### src/include/cpu_consts.svh
`ifndef CPU_CONSTS_SVH
`define CPU_CONSTS_SVH

// Data word width
`define REG_SIZE 32
// Register index width
`define REG_ADDR 5
// Byte address width
`define ADDR_SIZE 32
// Architectural registers
`define REG_COUNT 32
// Multiplier depth
`define MULT_STAGES 5

`endif

### src/source/isa_pkg.sv
`include "cpu_consts.svh"

package isa_pkg;

   // Primary opcodes, MIPS numbering
   typedef enum logic [5:0] {
      OP_RTYPE = 6'h00,
      OP_BEQ   = 6'h04,
      OP_ADDI  = 6'h08
   } opcode_t;

   // R-type function field
   typedef enum logic [5:0] {
      FN_MUL = 6'h18,
      FN_ADD = 6'h20,
      FN_SUB = 6'h22,
      FN_AND = 6'h24,
      FN_OR  = 6'h25,
      FN_SLT = 6'h2a
   } funct_t;

   typedef struct packed {
      opcode_t              opcode;
      logic [`REG_ADDR-1:0] rs;
      logic [`REG_ADDR-1:0] rt;
      logic [`REG_ADDR-1:0] rd;     // Destination
      logic [4:0]           shamt;  // Unused by this core
      funct_t               funct;
   } r_fmt_t;

   typedef struct packed {
      opcode_t              opcode;
      logic [`REG_ADDR-1:0] rs;
      logic [`REG_ADDR-1:0] rt;     // Destination for addi
      logic [15:0]          imm;
   } i_fmt_t;

   // One fetched word, read through either view
   typedef union packed {
      r_fmt_t r;
      i_fmt_t i;
   } instr_u;

endpackage

### src/source/pipe_pkg.sv
`include "cpu_consts.svh"

package pipe_pkg;

   typedef enum logic [2:0] {
      ALU_ADD,
      ALU_SUB,
      ALU_AND,
      ALU_OR,
      ALU_SLT
   } alu_op_t;

   // Decode/execute register
   typedef struct packed {
      logic                  valid;
      logic [`ADDR_SIZE-1:0] pc;
      logic [`REG_SIZE-1:0]  src1;
      logic [`REG_SIZE-1:0]  src2;
      logic [15:0]           imm;       // Raw, extended in exec
      logic [`REG_ADDR-1:0]  dst;
      logic                  regwrite;
      logic                  alusrc;    // Immediate as second operand
      logic                  is_branch;
      logic                  is_mult;
      alu_op_t               alu_op;
   } id_ex_t;

   // One register write
   typedef struct packed {
      logic                 valid;
      logic [`REG_ADDR-1:0] dst;
      logic [`REG_SIZE-1:0] data;
   } wb_t;

   // Per-cycle control of a stage register
   typedef struct packed {
      logic hold;
      logic flush;
   } stage_ctl_t;

endpackage

### src/source/cpu.sv
`timescale 1ns/1ps

`include "cpu_consts.svh"

module cpu (
   input  logic                  clk,
   input  logic                  if_id_reset,
   output logic [`ADDR_SIZE-1:0] imem_addr,
   input  isa_pkg::instr_u       imem_data,
   input  logic                  imem_valid,
   output pipe_pkg::wb_t         wb
);

   isa_pkg::instr_u       if_id_instr;
   logic [`ADDR_SIZE-1:0] if_id_pc;
   logic                  pc_write;
   pipe_pkg::stage_ctl_t  if_id_ctl;
   pipe_pkg::stage_ctl_t  id_ex_ctl;
   logic [`REG_ADDR-1:0]  rs1;
   logic [`REG_ADDR-1:0]  rs2;
   logic [`REG_SIZE-1:0]  rdata1;
   logic [`REG_SIZE-1:0]  rdata2;
   logic                  hazard_stall;
   pipe_pkg::id_ex_t      id_ex;
   pipe_pkg::wb_t         alu_wb;
   pipe_pkg::wb_t         mult_wb;
   pipe_pkg::wb_t         wb_next;
   logic [`REG_COUNT-1:0] pending_mask;
   logic                  branch_taken;
   logic [`ADDR_SIZE-1:0] branch_target;

   fetch_stage fetch_inst (
      .clk          (clk),
      .if_id_reset  (if_id_reset),
      .pc_write     (pc_write),
      .branch_taken (branch_taken),
      .branch_target(branch_target),
      .pc           (imem_addr)
   );

   // Stall and flush priority
   always_comb begin
      pc_write  = 1'b1;
      if_id_ctl = '{hold: 1'b0, flush: 1'b0};
      id_ex_ctl = '{hold: 1'b0, flush: 1'b0};
      if (if_id_reset) begin
         if_id_ctl.flush = 1'b1;
         id_ex_ctl.flush = 1'b1;
      end else if (branch_taken) begin
         if_id_ctl.flush = 1'b1;  // Squash both younger instructions
         id_ex_ctl.flush = 1'b1;
      end else if (hazard_stall) begin
         pc_write        = 1'b0;
         if_id_ctl.hold  = 1'b1;
         id_ex_ctl.flush = 1'b1;
      end else if (!imem_valid) begin
         pc_write        = 1'b0;
         if_id_ctl.flush = 1'b1;
      end
   end

   // Flush loads the zero word, which decodes as a bubble
   always_ff @(posedge clk) begin
      if (if_id_ctl.flush) begin
         if_id_instr <= '0;
      end else if (!if_id_ctl.hold) begin
         if_id_instr <= imem_data;
         if_id_pc    <= imem_addr;
      end
   end

   regfile regfile_inst (
      .clk   (clk),
      .rs1   (rs1),
      .rs2   (rs2),
      .wr    (wb),
      .rdata1(rdata1),
      .rdata2(rdata2)
   );

   decode_stage decode_inst (
      .clk         (clk),
      .if_id_reset (if_id_reset),
      .instr       (if_id_instr),
      .pc          (if_id_pc),
      .rdata1      (rdata1),
      .rdata2      (rdata2),
      .ctl         (id_ex_ctl),
      .wb_pending  (alu_wb),
      .pending_mask(pending_mask),
      .rs1         (rs1),
      .rs2         (rs2),
      .hazard_stall(hazard_stall),
      .id_ex       (id_ex)
   );

   exec_stage exec_inst (
      .clk          (clk),
      .if_id_reset  (if_id_reset),
      .id_ex        (id_ex),
      .flush        (if_id_reset),  // Stale entry issues nothing during reset
      .alu_wb       (alu_wb),
      .branch_taken (branch_taken),
      .branch_target(branch_target)
   );

   mult_pipe mult_inst (
      .clk         (clk),
      .if_id_reset (if_id_reset),
      .id_ex       (id_ex),
      .mult_wb     (mult_wb),
      .pending_mask(pending_mask)
   );

   // Decode keeps at most one source valid per cycle
   assign wb_next = (alu_wb & {$bits(pipe_pkg::wb_t){alu_wb.valid}})
                  | (mult_wb & {$bits(pipe_pkg::wb_t){mult_wb.valid}});

   always_ff @(posedge clk) begin
      if (if_id_reset) begin
         wb.valid <= 1'b0;
      end else begin
         wb <= wb_next;
      end
   end

endmodule

### src/source/decode_stage.sv
`timescale 1ns/1ps

`include "cpu_consts.svh"

module decode_stage (
   input  logic                  clk,
   input  logic                  if_id_reset,
   input  isa_pkg::instr_u       instr,
   input  logic [`ADDR_SIZE-1:0] pc,
   input  logic [`REG_SIZE-1:0]  rdata1,
   input  logic [`REG_SIZE-1:0]  rdata2,
   input  pipe_pkg::stage_ctl_t  ctl,
   input  pipe_pkg::wb_t         wb_pending,
   input  logic [`REG_COUNT-1:0] pending_mask,
   output logic [`REG_ADDR-1:0]  rs1,
   output logic [`REG_ADDR-1:0]  rs2,
   output logic                  hazard_stall,
   output pipe_pkg::id_ex_t      id_ex
);

   pipe_pkg::id_ex_t dec;
   logic             uses_rt;
   logic             alu_write;
   logic             mult_busy;

   // Source still owed by an older instruction
   function automatic logic busy(input logic [`REG_ADDR-1:0] src);
      logic hit;
      hit = 1'b0;
      if (src != '0) begin
         hit = (id_ex.valid && id_ex.regwrite && id_ex.dst == src)
            || (wb_pending.valid && wb_pending.dst == src)
            || pending_mask[src];
      end
      return hit;
   endfunction

   // Same bit positions in both formats
   assign rs1 = instr.r.rs;
   assign rs2 = instr.r.rt;

   always_comb begin
      dec        = '0;
      dec.pc     = pc;
      dec.src1   = rdata1;
      dec.src2   = rdata2;
      dec.imm    = instr.i.imm;
      dec.dst    = instr.r.rd;
      dec.alu_op = pipe_pkg::ALU_ADD;
      uses_rt    = 1'b0;
      case (instr.r.opcode)
         isa_pkg::OP_RTYPE: begin
            uses_rt      = 1'b1;
            dec.valid    = 1'b1;
            dec.regwrite = 1'b1;
            case (instr.r.funct)
               isa_pkg::FN_ADD: dec.alu_op = pipe_pkg::ALU_ADD;
               isa_pkg::FN_SUB: dec.alu_op = pipe_pkg::ALU_SUB;
               isa_pkg::FN_AND: dec.alu_op = pipe_pkg::ALU_AND;
               isa_pkg::FN_OR:  dec.alu_op = pipe_pkg::ALU_OR;
               isa_pkg::FN_SLT: dec.alu_op = pipe_pkg::ALU_SLT;
               isa_pkg::FN_MUL: dec.is_mult = 1'b1;
               default: begin
                  dec.valid    = 1'b0;  // Zero word lands here as a bubble
                  dec.regwrite = 1'b0;
               end
            endcase
         end
         isa_pkg::OP_ADDI: begin
            dec.valid    = 1'b1;
            dec.regwrite = 1'b1;
            dec.alusrc   = 1'b1;
            dec.dst      = instr.i.rt;
         end
         isa_pkg::OP_BEQ: begin
            uses_rt       = 1'b1;
            dec.valid     = 1'b1;
            dec.is_branch = 1'b1;
            dec.alu_op    = pipe_pkg::ALU_SUB;
         end
         default: ;
      endcase
      if (dec.dst == '0) begin
         dec.regwrite = 1'b0;
      end
   end

   // ALU writes must not overtake a multiply still in flight
   assign alu_write = dec.valid && dec.regwrite && !dec.is_mult;
   assign mult_busy = (pending_mask != '0) || (id_ex.valid && id_ex.is_mult && id_ex.regwrite);

   always_comb begin
      hazard_stall = dec.valid
         && (busy(rs1) || (uses_rt && busy(rs2)) || (alu_write && mult_busy));
   end

   always_ff @(posedge clk) begin
      if (if_id_reset || ctl.flush) begin
         id_ex.valid <= 1'b0;
      end else if (!ctl.hold) begin
         id_ex <= dec;
      end
   end

endmodule

### src/source/exec_stage.sv
`timescale 1ns/1ps

`include "cpu_consts.svh"

module exec_stage (
   input  logic                  clk,
   input  logic                  if_id_reset,
   input  pipe_pkg::id_ex_t      id_ex,
   input  logic                  flush,
   output pipe_pkg::wb_t         alu_wb,
   output logic                  branch_taken,
   output logic [`ADDR_SIZE-1:0] branch_target
);

   logic [`REG_SIZE-1:0] imm_ext;
   logic [`REG_SIZE-1:0] op2;
   logic [`REG_SIZE-1:0] result;
   logic                 live;

   assign imm_ext = {{(`REG_SIZE-16){id_ex.imm[15]}}, id_ex.imm};
   assign op2     = id_ex.alusrc ? imm_ext : id_ex.src2;
   assign live    = id_ex.valid && !id_ex.is_mult && !flush;  // Multiplies go elsewhere

   always_comb begin
      case (id_ex.alu_op)
         pipe_pkg::ALU_ADD: result = id_ex.src1 + op2;
         pipe_pkg::ALU_SUB: result = id_ex.src1 - op2;
         pipe_pkg::ALU_AND: result = id_ex.src1 & op2;
         pipe_pkg::ALU_OR:  result = id_ex.src1 | op2;
         pipe_pkg::ALU_SLT: result = {{(`REG_SIZE-1){1'b0}}, $signed(id_ex.src1) < $signed(op2)};
         default:           result = '0;
      endcase
   end

   // beq compares the raw register operands
   assign branch_taken  = live && id_ex.is_branch && (id_ex.src1 == id_ex.src2);
   assign branch_target = id_ex.pc + `ADDR_SIZE'(4) + {imm_ext[`ADDR_SIZE-3:0], 2'b00};

   always_ff @(posedge clk) begin
      if (if_id_reset) begin
         alu_wb.valid <= 1'b0;
      end else begin
         alu_wb.valid <= live && id_ex.regwrite;  // Branches never set regwrite
      end
   end

   always_ff @(posedge clk) begin
      alu_wb.dst  <= id_ex.dst;
      alu_wb.data <= result;
   end

endmodule

### src/source/fetch_stage.sv
`timescale 1ns/1ps

`include "cpu_consts.svh"

module fetch_stage (
   input  logic                  clk,
   input  logic                  if_id_reset,
   input  logic                  pc_write,
   input  logic                  branch_taken,
   input  logic [`ADDR_SIZE-1:0] branch_target,
   output logic [`ADDR_SIZE-1:0] pc
);

   logic [`ADDR_SIZE-1:0] pc_next;

   // Redirect wins over sequential fetch
   always_comb begin
      if (branch_taken) begin
         pc_next = branch_target;
      end else begin
         pc_next = pc + `ADDR_SIZE'(4);
      end
   end

   always_ff @(posedge clk) begin
      if (if_id_reset) begin
         pc <= '0;
      end else if (pc_write) begin
         pc <= pc_next;
      end
      // Holds when not written
   end

endmodule

### src/source/mult_pipe.sv
`timescale 1ns/1ps

`include "cpu_consts.svh"

module mult_pipe (
   input  logic                  clk,
   input  logic                  if_id_reset,
   input  pipe_pkg::id_ex_t      id_ex,
   output pipe_pkg::wb_t         mult_wb,
   output logic [`REG_COUNT-1:0] pending_mask
);

   pipe_pkg::wb_t        stg [`MULT_STAGES];
   logic [`REG_SIZE-1:0] product;

   assign product = id_ex.src1 * id_ex.src2;  // Low half only

   always_ff @(posedge clk) begin
      if (if_id_reset) begin
         for (int i = 0; i < `MULT_STAGES; i++) begin
            stg[i].valid <= 1'b0;
         end
      end else begin
         stg[0].valid <= id_ex.valid && id_ex.is_mult && id_ex.regwrite;
         for (int i = 1; i < `MULT_STAGES; i++) begin
            stg[i].valid <= stg[i-1].valid;
         end
      end
   end

   always_ff @(posedge clk) begin
      stg[0].dst  <= id_ex.dst;
      stg[0].data <= product;
      for (int i = 1; i < `MULT_STAGES; i++) begin
         stg[i].dst  <= stg[i-1].dst;
         stg[i].data <= stg[i-1].data;
      end
   end

   assign mult_wb = stg[`MULT_STAGES-1];

   // Destinations decode must wait on
   always_comb begin
      pending_mask = '0;
      for (int i = 0; i < `MULT_STAGES; i++) begin
         if (stg[i].valid) begin
            pending_mask[stg[i].dst] = 1'b1;
         end
      end
   end

endmodule

### src/source/regfile.sv
`timescale 1ns/1ps

`include "cpu_consts.svh"

module regfile (
   input  logic                 clk,
   input  logic [`REG_ADDR-1:0] rs1,
   input  logic [`REG_ADDR-1:0] rs2,
   input  pipe_pkg::wb_t        wr,
   output logic [`REG_SIZE-1:0] rdata1,
   output logic [`REG_SIZE-1:0] rdata2
);

   logic [`REG_SIZE-1:0] regs [`REG_COUNT];

   // r0 is hardwired and a write in flight is forwarded
   function automatic logic [`REG_SIZE-1:0] read_port(input logic [`REG_ADDR-1:0] addr);
      logic [`REG_SIZE-1:0] data;
      if (addr == '0) begin
         data = '0;
      end else if (wr.valid && wr.dst == addr) begin
         data = wr.data;
      end else begin
         data = regs[addr];
      end
      return data;
   endfunction

   always_ff @(posedge clk) begin
      if (wr.valid && wr.dst != '0) begin
         regs[wr.dst] <= wr.data;
      end
   end

   always_comb begin
      rdata1 = read_port(rs1);
      rdata2 = read_port(rs2);
   end

endmodule

### config.mk
export PLATFORM = sky130hd
export DESIGN_NAME = cpu
export DESIGN_NICKNAME = d
export VERILOG_FILES = /design/src/source/isa_pkg.sv /design/src/source/pipe_pkg.sv /design/src/source/cpu.sv /design/src/source/decode_stage.sv /design/src/source/exec_stage.sv /design/src/source/fetch_stage.sv /design/src/source/mult_pipe.sv /design/src/source/regfile.sv
export VERILOG_INCLUDE_DIRS = /design/src /design/src/include
export SDC_FILE = /design/constraint.sdc
export NUM_CORES = 2
export LEC_CHECK = 0
export ABC_AREA = 1
export ABC_CLOCK_PERIOD_IN_PS = 22200
export BUFFER_PORTS_ARGS = -buffer_cell sky130_fd_sc_hd__buf_2
export CORE_MARGIN = 1
export CORE_UTILIZATION = 33
export CTS_CLUSTER_DIAMETER = 200
export CTS_CLUSTER_SIZE = 12
export DETAILED_ROUTE_END_ITERATION = 10
export GPL_ROUTABILITY_DRIVEN = 0
export PLACE_DENSITY_LB_ADDON = 0.2
export SLEW_MARGIN = 20
export SYNTH_ARGS = -nofsm -noshare
export SYNTH_HDL_FRONTEND = slang
export SYNTH_SLANG_ARGS = --single-unit
### constraint.sdc
create_clock -name clk -period 22.2 [get_ports clk]
set_clock_uncertainty 0.05 [all_clocks]
set_input_delay 3.33 -clock clk [delete_from_list [all_inputs] [get_ports clk]]
set_output_delay 3.33 -clock clk [all_outputs]
set_load 0.01 [all_outputs]
Yosys cells after proc, flatten, opt, wreduce, memory -nomap -nowiden
Memories as Yosys holds them, arrays and structs flattened. A register that Yosys moved wholly into a read port is not among the register bits.
Cells that the tools add are included.
- equal/unequal tests: 17
- reduce and logical (&&, ||, !) cells: 49
- $mul: 1
- muxes and demuxes: 59
- $lt $le $gt $ge: 13
- add/subtract/negate cells: 5
- bitwise operators: 16
- operators with widths (cell ; count):
    $mux W32 ; 7
    $or A32 B32 Y32 ; 5
    $pmux W32 S5 ; 1
    $and A38 B38 Y38 ; 2
    $add A32 B3 Y32 const B ; 2
    $add A32 B32 Y32 ; 2
    $lt A5 B6 Y1 const B ; 7
    $mux W1 ; 39
    $or A38 B38 Y38 ; 1
    $and A32 B32 Y32 ; 1
    $eq A32 B32 Y1 ; 1
    $lt A32 B32 Y1 ; 1
    $mul A32 B32 Y32 ; 1
    $reduce_bool A32 Y1 ; 1
    $sub A32 B32 Y32 ; 1
    $eq A6 B6 Y1 const B ; 5
    $demux W1 S5 ; 5
    $ge A5 B1 Y1 const B ; 5
    $logic_and A1 B1 Y1 ; 23
    $eq A5 B5 Y1 ; 4
    $logic_not A5 Y1 ; 3
    $reduce_bool A5 Y1 ; 3
    $pmux W3 S4 ; 1
    $bmux W1 S5 ; 2
    18 further kinds ; 37
- register bits after elaboration: 233
- memory bits (writable): 1214
- bits of input ports: 35
- memories kept: 2
- logic and storage cells: 180
- memory list (memory ; words ; width ; rd ports ; clocked after memory_dff ; write ports ; RTL line ; text):
    regfile_inst.regs ; 32 ; 32 ; 2 ; 2 ; 1 ; regfile.sv:14 ; logic [`REG_SIZE-1:0] regs [`REG_COUNT];
    mult_inst.stg ; 5 ; 38 ; 5 ; 0 ; 5 ; mult_pipe.sv:13 ; pipe_pkg::wb_t stg [`MULT_STAGES];

Depth between registers and ports, before layout
An unclocked memory read counts as a cell.
- depth in word-level cells: 27
- mapped depth: 29

Modules after synthesis
From an unflattened synthesis, not the netlist that was laid out.
- cell total of the unflattened synthesis: 11452
- area total of the unflattened synthesis: 95810.6 µm²
- by module, submodules not included (module ; times used ; seq. area each (µm²) ; area an instance (µm²) ; cells an instance):
    regfile ; 1 ; 30749.5 ; 53435.0 ; 6078
    mult_pipe ; 1 ; 3803.6 ; 21560.7 ; 2644
    exec_stage ; 1 ; 760.7 ; 9544.2 ; 1617
    decode_stage ; 1 ; 3743.6 ; 5286.3 ; 458
    cpu ; 1 ; 2732.6 ; 3734.8 ; 268
    fetch_stage ; 1 ; 640.6 ; 2249.7 ; 387

Worst setup path before layout
Ideal clock, no wire load.
- path kind: in2reg
- from: in if_id_reset
- to: reg, netlist name decode_inst.id_ex[0]
- slack: 12471 ps
- arrival: 9067 ps
- data required time: 21538 ps
- path buffers: 0
- stages: 8
- path through: inv_1 nand3b_1 nor2_1 nand4_1 nor3_1 nand3_1 nand2_1 nor2_1
- cells in the longest elaborated chain, start to end: 7
- ends and longest elaborated chain (what ; RTL line ; text):
    start, declared ; cpu.sv:7 ; input logic if_id_reset,
    $logic_not A1 Y1 ; exec_stage.sv:22 ; assign live = id_ex.valid && !id_ex.is_mult && !flush;
    $logic_and A1 B1 Y1 ; exec_stage.sv:22 ;
    $logic_and A1 B1 Y1 (2 in a row) ; exec_stage.sv:36 ; assign branch_taken = live && id_ex.is_branch && (id_ex.src1 == id_ex.src2);
    $mux W1 ; cpu.sv:49 ; end else if (branch_taken) begin
    $mux W1 ; cpu.sv:46 ; if (if_id_reset) begin
    $logic_or A1 B1 Y1 * ; decode_stage.sv:98 ; if (if_id_reset || ctl.flush) begin
Mark *: on every way between the ends. The rest lies on a longest branch, timed or not.
A chain may end at the register's enable or synchronous reset.

==> impl_metrics.py <==
metrics = {
    "outcome": {
        "status": "finished with violations",
        "violations": "design-rule violations",
    },
    "routing": {
        "viasPerCell": 5.66,
        "wire_per_inst_um": 27.1,
        "dr_total_vias": 73984,
        "drt-total-wl_mm": 354,
        "drc_errors": 1,
        "first_pass_iters": 11,
        "drtIter0Drc": 9594,
        "final_antenna_net_count": 0,
    },
    "power_and_ir_drop": {
        "p_clk_share_pct": 19.8,
        "combPwrFrac_pct": 51.4,
        "power.density_mw_per_mm2": 122,
        "total_power_mw": 12.0,
        "power_leakage_nw": 41.8,
        "seqPwrFrac_pct": 28.8,
        "ir_drop_v": 0.000392,
        "swShare_pct": 42.8,
        "p_int_mw": 6.85,
        "switchingPower_mw": 5.13,
    },
    "sta": {
        "worst-slew-pin-transition_ns": 1.19,
        "post-route-period-util_pct": 33.5,
        "min_period_ns": 7.43,
        "slew_viol_final": 0,
        "rsz0062_at_grt": "no",
        "fin_ws_ns": 14.77,
        "tns_ns": 0,
        "hold_viol": 0,
        "setup_viol": 0,
        "max_freq_mhz": 135,
        "slew_headroom_pct": 19.9,
    },
    "cts": {
        "clk_path_buf_depth": 3,
        "htree_num_levels": 4,
        "cts_root_buffer": "clkbuf_16",
        "clk_pin_slew_ns": 0.08,
        "cts_buffers": 143,
        "post-cts-setup-buffers": 0,
        "cts_sinks": 1506,
        "clock_latency_ns": 0.85,
        "cts_resized": 0,
        "cts_hold_buf": 0,
        "cts_tree": "built",
    },
    "placement": {
        "placed_area_mm2": 0.0943,
        "port_buffers": 104,
        "hpwlAfterDp_mm": 221,
        "pre_cts_ws_ns": 14.85,
    },
    "grt": {
        "grt_pass1_wl_mm": 507,
        "antenna_found_initial": 20,
        "grt_start_max_net_pins": 176,
        "grt-ovfl-total": 0,
        "grt_pass1_vias": 71725,
        "grt_use_total_pct": 25.5,
    },
    "final_layout": {
        "drive_above_1_share_pct": 6.31,
        "n_fill_cell": 26857,
        "seqCellArea_mm2": 0.0424,
        "area_growth_pct": 9.95,
        "final_nets": 10176,
        "stdcell_area_mm2": 0.0985,
        "multi_input_area_mm2": 0.0383,
    },
    "synth": {
        "postSynth.asyncResetShare_pct": 0,
        "synthFlopType": "edfxtp_1",
        "synth_area_mm2": 0.0896,
        "synth_seq_cells": 1506,
        "yosysWarnings": 0,
        "synth_edf_count": 1217,
        "synth_cell_types": 60,
        "yosysSeqAreaShare_pct": 47.2,
        "syn_area_per_cell_um2": 9.38,
        "syn_inst": 9549,
    },
    "worst_setup_path": {
        "crit_type": "flop to flop",
        "worstPathRequired_ns": 22.89,
        "path_max_fanout": 23,
        "start_kind": "flop",
        "slowest_stage": "edfxtp_1",
        "crit_path_frequent_cell": "fa_1",
        "endpoint_kind": "flop",
        "cp.arrival_ns": 8.11,
        "cpPeakStageDelay_ns": 1.11,
    },
    "floorplan": {
        "row_count": 190,
        "core-area_mm2": 0.269,
        "start_util_pct": 33.3,
        "dieArea_mm2": 0.274,
        "ioPinCount": 105,
        "die_w_um": 523,
        "die_h_um": 523,
    },
    "flow_run": {
        "maxCapViolations": 0,
    },
    "worst_hold_path": {
        "hold_path.class": "flop to flop",
    },
}
power by group through the flow:
stage | clock network, mW | logic, mW | registers [mW]
6_report | 2.37 | 6.15 | 3.45
5_1_grt | 2.51 | 6.90 | 3.47
3_5_place_dp | 0 | 6.08 | 3.51
3_3_place_gp | 0 | 6.06 | 3.51
4_1_cts | 2.42 | 6.15 | 3.45
2_1_floorplan | 0 | 4.31 | 3.44
routing by layer:
layer	share of wire (%)	track usage [%]	vias up	wire length, µm
li1	-	-	32198	-
met1	42	35.3	36952	150000
met2	44	39.0	4087	155000
met3	9.2	4.38	743	32700
met4	4.7	11.2	4	16700
met5	0.0065	0	-	23
worst max-delay path, delay by kind of cell (launching register included):
family | cells | cell delay [ns]
AOI/OAI and AO/OA | 6 | 1.40
xor gates and xnor gates | 1 | 0.15
adders and majority gates | 9 | 3.67
buffers and inverters | 5 | 0.27
DFF | 1 | 1.11
and+or+nand+nor | 4 | 0.64
state kept, by name, indices dropped and copies added (netlist names):
register and flops:
regfile_inst.regs 1024, mult_inst.stg 186, decode_inst.id_ex 125, wb 38, exec_inst.alu_wb 37, fetch_inst.pc 32, if_id_instr 32, if_id_pc 32
cell usage after synthesis (all sizes together) (4+ instances only):
library cell / instances / area share (%)
a31oi: 13 / 0.091
xnor2: 49 / 0.48
a21boi: 15 / 0.13
edfxtp: 1217 / 41
clkbuf: 470 / 2.0
nand3: 407 / 2.3
o21a: 7 / 0.059
xor2: 79 / 0.77
or2: 41 / 0.29
o221ai: 633 / 6.2
o31ai: 5 / 0.042
nand4: 59 / 0.41
buf: 111 / 0.60
nand3b: 20 / 0.17
fa: 411 / 9.2
a22o: 32 / 0.31
nor3: 52 / 0.32
dfxtp: 289 / 6.5
ha: 293 / 4.1
nor2: 397 / 1.7
o211ai: 17 / 0.14
a21o: 15 / 0.13
o21ai: 789 / 4.4
nand2: 1270 / 5.3
o21bai: 10 / 0.084
nor4: 31 / 0.22
inv: 1887 / 7.9
a21oi: 851 / 4.8
o22ai: 12 / 0.084
a221oi: 13 / 0.13
o2111ai: 11 / 0.11
a31o: 5 / 0.049
a211oi: 4 / 0.034
a22oi: 17 / 0.14
and3: 4 / 0.028
cell usage in the layout (no fill, tap or decap), types with 39 or more instances in the layout:
master / count
ha_1: 293
fa_1: 411
inv_1: 1864
edfxtp_1: 1217
nand4_1: 59
nand3_1: 401
o221ai_1: 633
o21ai_0: 766
nand2_1: 1267
nor2_1: 352
clkbuf_1: 54
or2_2: 39
xnor2_1: 49
a21oi_1: 847
buf_4: 181
clkbuf_16: 145
buf_2: 104
xor2_1: 79
dfxtp_1: 277
nor2_4: 39
nor3_1: 43
metrics by stage:
stage | std cells | util [%] | hold slack (ns)
global placement | 12843 | 35.1 | 0.260
CTS | 13058 | 36.6 | 0.217
detailed placement | 12844 | 35.1 | 0.262
finish | 13067 | 36.6 | 0.224
floorplan | 9580 | - | 0.260
global route | 13063 | 36.6 | 0.227
kinds of logic after synthesis:
| logic type | count (synthesis) | share of synthesized area, % |
|---|---|---|
| adders and majority gates | 704 | 13.3 |
| AOI/OAI and AO/OA | 2453 | 16.9 |
| buffers and inverters | 2470 | 10.5 |
| xor gates and xnor gates | 128 | 1.25 |
| other | 1 | 0.00418 |
| DFF | 1506 | 47.2 |
| and+or+nand+nor | 2287 | 10.8 |
cell type report:
type,count,share of cell area [%]
Clock buffer,200,3.90
Antenna cell,9,0.0229
Inverter,1889,7.24
Clock inverter,14,0.363
Timing Repair Buffer,293,2.08
Tap cell,3552,4.51
Multi-Input combinational cell,5604,38.9
Sequential cell,1506,43.0
final timing paths:
kind	depth (start not counted)	to	start	slack [ns]
max	25	mult_inst.stg[0][29]	decode_inst.id_ex[38]	14.77
min	0	mult_inst.stg[2][13]	mult_inst.stg[1][13]	0.22
max reg2reg	25	mult_inst.stg[0][29]	decode_inst.id_ex[38]	14.77
min reg2reg	0	mult_inst.stg[2][13]	mult_inst.stg[1][13]	0.22
(Power assumes the default switching activity.)
